<file path="src/source/alu_exec_params.svh">
`ifndef ALU_EXEC_PARAMS_SVH
`define ALU_EXEC_PARAMS_SVH

// Data path width.
`define XLEN 64

// Physical register file depth.
`define PHY_REGS 64

// Rename id width, log2 of PHY_REGS.
`define RNID_W 6

// Reservation entries, one bit each in the completion index.
`define RV_ENTRY_SIZE 8

// Write-back targets. Target 0 is this slice, target 1 is external.
`define TGT_BUS_SIZE 2

`endif
</file>
<file path="src/source/alu_exec_pkg.sv">
`include "alu_exec_params.svh"

package alu_exec_pkg;

  typedef enum logic {
    GPR = 1'b0,
    FPR = 1'b1
  } reg_type_e;

  typedef enum logic [2:0] {
    OP_NONE   = 3'd0,
    OP_LUI    = 3'd1,
    OP_AUIPC  = 3'd2,
    OP_ADD    = 3'd3,
    OP_SUB    = 3'd4,
    OP_ADD_32 = 3'd5
  } alu_op_e;

  typedef struct packed {
    logic                valid;
    logic [31:0]         inst;
    logic [`XLEN-1:0]    pc_addr;
    logic                rd_valid;
    reg_type_e           rd_type;
    logic [`RNID_W-1:0]  rd_rnid;
    logic                rs1_valid;
    reg_type_e           rs1_type;
    logic [`RNID_W-1:0]  rs1_rnid;
    logic                rs2_valid;
    reg_type_e           rs2_type;
    logic [`RNID_W-1:0]  rs2_rnid;
  } issue_t;

  typedef struct packed {
    logic                valid;
    reg_type_e           rd_type;
    logic [`RNID_W-1:0]  rd_rnid;
    logic [`XLEN-1:0]    rd_data;
  } phy_wr_t;

  typedef struct packed {
    logic                valid;
    reg_type_e           rd_type;
    logic [`RNID_W-1:0]  rd_rnid;
  } early_wr_t;

  typedef struct packed {
    logic                valid;
    logic [`RNID_W-1:0]  rnid;
  } regread_t;

  typedef struct packed {
    logic                      valid;
    logic [`RV_ENTRY_SIZE-1:0] index_oh;
  } done_t;

endpackage

</file>
<file path="src/source/alu_pipe.sv">
`include "alu_exec_params.svh"

module alu_pipe
  import alu_exec_pkg::*;
(
  input  logic                      i_clk,
  input  logic                      i_reset_n,
  input  issue_t                    i_issue,
  input  logic [`RV_ENTRY_SIZE-1:0] i_index_oh,
  input  phy_wr_t                   i_phy_wr [`TGT_BUS_SIZE],
  output regread_t                  o_rd_rs1,
  output regread_t                  o_rd_rs2,
  input  logic [`XLEN-1:0]          i_rs1_data,
  input  logic [`XLEN-1:0]          i_rs2_data,
  output early_wr_t                 o_early_wr,
  output phy_wr_t                   o_ex3_phy_wr,
  output done_t                     o_done
);

  typedef struct packed {
    alu_op_e op;
    logic    imm;
  } pipe_ctrl_t;

  alu_op_e                   w_ex0_op;
  logic                      w_ex0_imm;
  pipe_ctrl_t                w_ex0_ctrl;

  issue_t                    r_ex1_issue;
  logic [`RV_ENTRY_SIZE-1:0] r_ex1_index;
  pipe_ctrl_t                r_ex1_ctrl;

  issue_t                    r_ex2_issue;
  logic [`RV_ENTRY_SIZE-1:0] r_ex2_index;
  pipe_ctrl_t                r_ex2_ctrl;
  logic [`XLEN-1:0]          r_ex2_rs1_data;
  logic [`XLEN-1:0]          r_ex2_rs2_data;
  logic [`XLEN-1:0]          w_ex2_rs1_op;
  logic [`XLEN-1:0]          w_ex2_rs2_op;
  logic [`XLEN-1:0]          w_ex2_uimm;
  logic [31:0]               w_ex2_sum32;
  logic [`XLEN-1:0]          w_ex2_result;

  issue_t                    r_ex3_issue;
  logic [`RV_ENTRY_SIZE-1:0] r_ex3_index;
  logic [`XLEN-1:0]          r_ex3_result;

  alu_ctrl_decoder alu_ctrl_decoder_inst (
    .i_inst (i_issue.inst),
    .o_op   (w_ex0_op),
    .o_imm  (w_ex0_imm)
  );

  assign w_ex0_ctrl = '{op: w_ex0_op, imm: w_ex0_imm};

  // Stage control, cleared on reset.
  always_ff @(posedge i_clk, negedge i_reset_n) begin
    if (!i_reset_n) begin
      r_ex1_issue <= '0;
      r_ex1_index <= '0;
      r_ex1_ctrl  <= '0;
      r_ex2_issue <= '0;
      r_ex2_index <= '0;
      r_ex2_ctrl  <= '0;
      r_ex3_issue <= '0;
      r_ex3_index <= '0;
    end else begin
      r_ex1_issue <= i_issue;
      r_ex1_index <= i_index_oh;
      r_ex1_ctrl  <= w_ex0_ctrl;
      r_ex2_issue <= r_ex1_issue;
      r_ex2_index <= r_ex1_index;
      r_ex2_ctrl  <= r_ex1_ctrl;
      r_ex3_issue <= r_ex2_issue;
      r_ex3_index <= r_ex2_index;
    end
  end

  assign o_rd_rs1.valid = r_ex1_issue.valid & r_ex1_issue.rs1_valid;
  assign o_rd_rs1.rnid  = r_ex1_issue.rs1_rnid;
  assign o_rd_rs2.valid = r_ex1_issue.valid & r_ex1_issue.rs2_valid;
  assign o_rd_rs2.rnid  = r_ex1_issue.rs2_rnid;

  assign o_early_wr.valid   = r_ex1_issue.valid & r_ex1_issue.rd_valid;
  assign o_early_wr.rd_type = r_ex1_issue.rd_type;
  assign o_early_wr.rd_rnid = r_ex1_issue.rd_rnid;

  // Operand data.
  always_ff @(posedge i_clk) begin
    r_ex2_rs1_data <= i_rs1_data;
    r_ex2_rs2_data <= r_ex1_ctrl.imm ?
                      {{(`XLEN-12){r_ex1_issue.inst[31]}}, r_ex1_issue.inst[31:20]} :
                      i_rs2_data;
  end

  // Bus hit overrides the EX1 read, highest target last.
  always_comb begin
    w_ex2_rs1_op = r_ex2_rs1_data;
    w_ex2_rs2_op = r_ex2_rs2_data;
    for (int i = 0; i < `TGT_BUS_SIZE; i++) begin
      if (i_phy_wr[i].valid && r_ex2_issue.rs1_valid &&
          (i_phy_wr[i].rd_type == r_ex2_issue.rs1_type) &&
          (i_phy_wr[i].rd_rnid == r_ex2_issue.rs1_rnid)) begin
        w_ex2_rs1_op = i_phy_wr[i].rd_data;
      end
      if (i_phy_wr[i].valid && r_ex2_issue.rs2_valid && !r_ex2_ctrl.imm &&
          (i_phy_wr[i].rd_type == r_ex2_issue.rs2_type) &&
          (i_phy_wr[i].rd_rnid == r_ex2_issue.rs2_rnid)) begin
        w_ex2_rs2_op = i_phy_wr[i].rd_data;
      end
    end
  end

  assign w_ex2_uimm  = {{(`XLEN-32){r_ex2_issue.inst[31]}}, r_ex2_issue.inst[31:12], 12'h000};
  assign w_ex2_sum32 = w_ex2_rs1_op[31:0] + w_ex2_rs2_op[31:0];

  always_comb begin
    case (r_ex2_ctrl.op)
      OP_LUI:    w_ex2_result = w_ex2_uimm;
      OP_AUIPC:  w_ex2_result = r_ex2_issue.pc_addr + w_ex2_uimm;
      OP_ADD:    w_ex2_result = w_ex2_rs1_op + w_ex2_rs2_op;
      OP_SUB:    w_ex2_result = w_ex2_rs1_op - w_ex2_rs2_op;
      OP_ADD_32: w_ex2_result = {{(`XLEN-32){w_ex2_sum32[31]}}, w_ex2_sum32};
      default:   w_ex2_result = '0; // Unsupported encodings.
    endcase
  end

  always_ff @(posedge i_clk) begin
    r_ex3_result <= w_ex2_result;
  end

  assign o_ex3_phy_wr.valid   = r_ex3_issue.valid & r_ex3_issue.rd_valid;
  assign o_ex3_phy_wr.rd_type = r_ex3_issue.rd_type;
  assign o_ex3_phy_wr.rd_rnid = r_ex3_issue.rd_rnid;
  assign o_ex3_phy_wr.rd_data = r_ex3_result;

  assign o_done.valid    = r_ex3_issue.valid;
  assign o_done.index_oh = r_ex3_index;

endmodule

</file>
<file path="src/source/alu_ctrl_decoder.sv">
`include "alu_exec_params.svh"

module alu_ctrl_decoder
  import alu_exec_pkg::*;
(
  input  logic [31:0] i_inst,
  output alu_op_e     o_op,
  output logic        o_imm
);

  typedef enum logic [6:0] {
    OPC_LUI       = 7'b0110111,
    OPC_AUIPC     = 7'b0010111,
    OPC_OP        = 7'b0110011,
    OPC_OP_IMM    = 7'b0010011,
    OPC_OP_32     = 7'b0111011,
    OPC_OP_IMM_32 = 7'b0011011
  } opcode_e;

  logic [6:0] w_opcode;
  logic [2:0] w_funct3;
  logic [6:0] w_funct7;

  assign w_opcode = i_inst[6:0];
  assign w_funct3 = i_inst[14:12];
  assign w_funct7 = i_inst[31:25];

  always_comb begin
    o_op  = OP_NONE;
    o_imm = 1'b0;
    case (w_opcode)
      OPC_LUI:   o_op = OP_LUI;
      OPC_AUIPC: o_op = OP_AUIPC;
      OPC_OP: begin
        if (w_funct3 == 3'b000 && w_funct7 == 7'b0000000) begin
          o_op = OP_ADD;
        end else if (w_funct3 == 3'b000 && w_funct7 == 7'b0100000) begin
          o_op = OP_SUB;
        end
      end
      OPC_OP_IMM: begin
        if (w_funct3 == 3'b000) begin // ADDI.
          o_op  = OP_ADD;
          o_imm = 1'b1;
        end
      end
      OPC_OP_32: begin
        if (w_funct3 == 3'b000 && w_funct7 == 7'b0000000) begin
          o_op = OP_ADD_32;
        end
      end
      OPC_OP_IMM_32: begin
        if (w_funct3 == 3'b000) begin // ADDIW.
          o_op  = OP_ADD_32;
          o_imm = 1'b1;
        end
      end
      default: o_op = OP_NONE;
    endcase
  end

endmodule

</file>
<file path="config.mk">
export PLATFORM = sky130hd
export DESIGN_NAME = alu_pipe
export DESIGN_NICKNAME = d
export VERILOG_FILES = /design/src/source/alu_exec_pkg.sv /design/src/source/alu_pipe.sv /design/src/source/alu_ctrl_decoder.sv
export VERILOG_INCLUDE_DIRS = /design/src /design/src/source
export SDC_FILE = /design/constraint.sdc
export NUM_CORES = 1
export LEC_CHECK = 0
export BUFFER_PORTS_ARGS = -buffer_cell sky130_fd_sc_hd__buf_2
export CAP_MARGIN = 20
export CELL_PAD_IN_SITES_DETAIL_PLACEMENT = 0
export CELL_PAD_IN_SITES_GLOBAL_PLACEMENT = 2
export CORE_ASPECT_RATIO = 0.75
export CORE_MARGIN = 2
export CORE_UTILIZATION = 35
export CTS_BUF_LIST = sky130_fd_sc_hd__clkbuf_8
export CTS_CLUSTER_DIAMETER = 60
export DETAILED_ROUTE_END_ITERATION = 8
export HOLD_SLACK_MARGIN = 0.05
export PLACE_DENSITY = 0.8
export SYNTH_ARGS = -nofsm -noshare
export SYNTH_HDL_FRONTEND = slang
export SYNTH_SLANG_ARGS = --single-unit
</file>
<file path="constraint.sdc">
create_clock -name i_clk -period 8.1 [get_ports i_clk]
set_input_delay 0.405 -clock i_clk [delete_from_list [all_inputs] [get_ports i_clk]]
set_output_delay 0.405 -clock i_clk [all_outputs]
set_load 0.05 [all_outputs]
</file>
==> out/metrics.csv <==
stage,metric,value,unit
timing,max_freq,138,MHz
yosys,synthArstFlopShare,0.574,
floorplanning,die_w,313,µm
placement,placed_area,28400,µm²
setup_path,critical_path.top_delay_family,compound AO/OA/AOI/OAI gates,
yosys,synthFlopType,dfrtp_1,
clock_network,post_cts_resized,0,
setup_path,cpMaxStageDelayCell,o311ai_1,
global_routing,grt_pass1_wl,153000,µm
setup_path,path_depth,22,
clock_network,cts_hold_buf,252,
clock_network,insertion_delay,0.71,ns
timing,period_share,0.897,
final_layout,areaGrowthSynthToFinish,29.7,%
floorplanning,ioPinCount,506,
final_layout,regArea,10300,µm²
clock_network,cts-buffers-inserted,76,
setup_path,cp-end-kind,register,
setup_path,worstPathMaxFanout,9,
timing,tns,0,ns
clock_network,cts_max_level,3,
detailed_routing,drc_errors,0,
timing,period_minus_slack,7.26,ns
yosys,syn_area,25100,µm²
yosys,ys_ff_latch,451,
detailed_routing,via_count,23900,
timing,fin_ws,0.837,ns
final_layout,fin_nets,4009,
floorplanning,rows,85,
floorplanning,die_h,236,µm
final_layout,final_common_cell,buf_2,
min_path,hp-class,in -> reg,
setup_path,arrival,7.80,ns
pwr,p_per_area,181,nW/µm²
yosys,synth_edf_count,0,
clock_network,clk_pin_slew,0.07,ns
pwr,ir_drop,0.000130,V
pwr,p_leak,15.4,nW
timing,report.final.slew_viol_count,0,
floorplanning,core_area,71400,µm²
final_layout,multi_input_area,13700,µm²
yosys,syn_inst,2752,
placement,io_buffer_count,500,
yosys,seq_area_frac_synth,0.411,
yosys,ys_warn_count,0,
clock_network,cts_setup_buffers,0,
final_layout,drive_above_1_share,0.207,
yosys,synth_cell_type_count,93,
timing,fin_skew,0.0425,ns
timing,tightest_slew,1.12,ns
global_routing,grt_pass1_vias,24300,
setup_path,crit_path_max_incr_delay,0.76,ns
setup_path,crit_buf_inv,1,
detailed_routing,final_antenna_net_count,0,
setup_path,critPathLaunchType,register,
yosys,synth.avg_cell_area,9.13,µm²
detailed_routing,first_pass_iters,6,
floorplanning,initial_utilization,0.352,
detailed_routing,wire_per_inst,22.9,µm
clock_network,cts_tree,built,
detailed_routing,drt_iter0_markers,1923,
yosys,synth_top_area_frac,0.258,
placement,place_congestion,0.983,
setup_path,crit_type,reg -> reg,
placement,place_ws,0.957,ns
timing,setup_viol,0,
min_path,worstHoldPathCells,4,
detailed_routing,drt-total-wl,103000,µm
detailed_routing,via_per_inst,5.33,
status,outcome,finished clean,
timing,hold_viol_final,0,
clock_network,max-clock-path-buffers,3,
yosys,synth.net_count,3304,
global_routing,track_usage,0.274,
timing,rsz0062_at_grt,no,
final_layout,final_cell_mix,"buf_2 (499), dfrtp_1 (258), a21oi_1 (257), dlygate4sd3_1 (252), o21ai_0 (209)",
clock_network,cts_root_buf,clkbuf_8,
final_layout,design_area,32600,µm²
yosys,synth.area.top_cells,"dfrtp_1 (26%), dfxtp_1 (15%), ha_1 (7.3%), a21oi_1 (5.1%), xnor2_1 (4.6%)",
global_routing,antenna_found_initial,13,
final_layout,fillers,6955,
setup_path,crit_chain,"xnor2_1, nand4_1, nor2_2, mux2i_1, o21ai_0, and2_1, inv_1, o21ai_0, xor2_1, ha_1, and3_1, a21boi_0, a21oi_1, o311ai_1, a21oi_1, o21ai_0, a21oi_1, nor4_1, o221ai_1, xnor2_1, xnor2_1, o221ai_1",
setup_path,required,8.64,ns
job,maxCapViolations,0,
floorplanning,die_area,74000,µm²
setup_path,rr_worst_depth,22,
yosys,yosysTopAreaCell,dfrtp_1,
global_routing,grt_start_max_net_pins,153,
timing,max_slew_margin,0.251,
clock_network,cts_sinks,451,
placement,hpwl,81200,µm
global_routing,overflow,0,
[synth_stat cells, types with 61 or more instances]
master    count
a21o_1       78
dfxtp_1     192
xor2_1       92
inv_1       109
clkbuf_1     97
o21ai_0     209
a21oi_1     258
nand3_1      61
nor2_1      203
mux2i_1      77
ha_1        146
xnor2_1     131
nand2_1     201
dfrtp_1     259
[routing by layer]
layer  up-vias  track usage  routed length (µm)
li1      11300            -                   -
met1     11600        0.394               48900
met2       868        0.421               44500
met3       128       0.0535                6980
met4        12       0.0684                2280
met5         -            0                  69
[registers in the layout, summed over array words and instances (netlist names)]
name	count
r_ex2_issue	109
r_ex1_issue	90
r_ex2_rs1_data	64
r_ex2_rs2_data	64
r_ex3_result	64
r_ex1_index	8
r_ex2_index	8
r_ex3_index	8
o_early_wr	7
o_ex3_phy_wr	7
o_rd_rs1	6
o_rd_rs2	6
r_ex1_ctrl	4
r_ex2_ctrl	4
o_done	1
r_ex3_issue	1
[path summary, 6_finish.rpt]
| path | start | endpoint | slack (ns) |
|---|---|---|---|
| setup / recovery | r_ex2_issue[2] | r_ex3_result[63] | 0.84 |
| setup reg to reg | r_ex2_issue[2] | r_ex3_result[63] | 0.84 |
| hold reg to reg | r_ex1_issue[62] | r_ex2_issue[62] | 0.33 |
| max in group asynchronous | i_reset_n | r_ex1_issue[87] | 6.33 |
| hold / removal | i_issue[94] | r_ex1_ctrl[3] | 0.16 |
| min in group asynchronous | i_reset_n | o_early_wr[6] | 0.34 |
[metrics by stage]
step	hold WS, ns	utilization	instances	power [W]
2_1_floorplan	0.109	-	2752	0.00318
3_3_place_gp	0.331	0.398	4084	0.00363
3_5_place_dp	0.335	0.398	4084	0.00363
4_1_cts	0.0998	0.457	4476	0.00594
5_1_grt	0.185	0.457	4478	0.00618
6_report	0.162	0.457	4481	0.00589
[area by class of cell]
type,instances,area share
Timing Repair Buffer,787,0.163
Sequential cell,451,0.317
Clock buffer,93,0.0393
Tap cell,957,0.0367
Clock inverter,47,0.0111
Inverter,109,0.0126
Multi-Input combinational cell,2032,0.420
Antenna cell,5,0.000384
[where the power goes]
group / switching (W) / internal (W)
clock network: 0.000991 / 0.00119
registers: 0.0000499 / 0.00234
logic: 0.000781 / 0.000537
total: 0.00182 / 0.00406
[logic make-up (layout without fill, tap and decap cells)]
| family | Yosys count | after routing | share of synthesized area |
|---|---|---|---|
| DFF | 451 | 451 | 0.411 |
| other | 0 | 5 | 0 |
| and+or+nand+nor | 715 | 715 | 0.139 |
| muxes | 93 | 93 | 0.0378 |
| adders and majority gates | 149 | 149 | 0.0751 |
| AOI/OAI and AO/OA | 852 | 852 | 0.213 |
| xor gates and xnor gates | 223 | 223 | 0.0777 |
| buffers and inverters | 269 | 1036 | 0.0463 |
[worst min-delay path, cell delays in order]
cell and delay (ns):
buf_2 0.08, nand4b_1 0.14, nand2b_1 0.15, nor2_1 0.06
No activity file was read; power rests on OpenSTA's default activity.
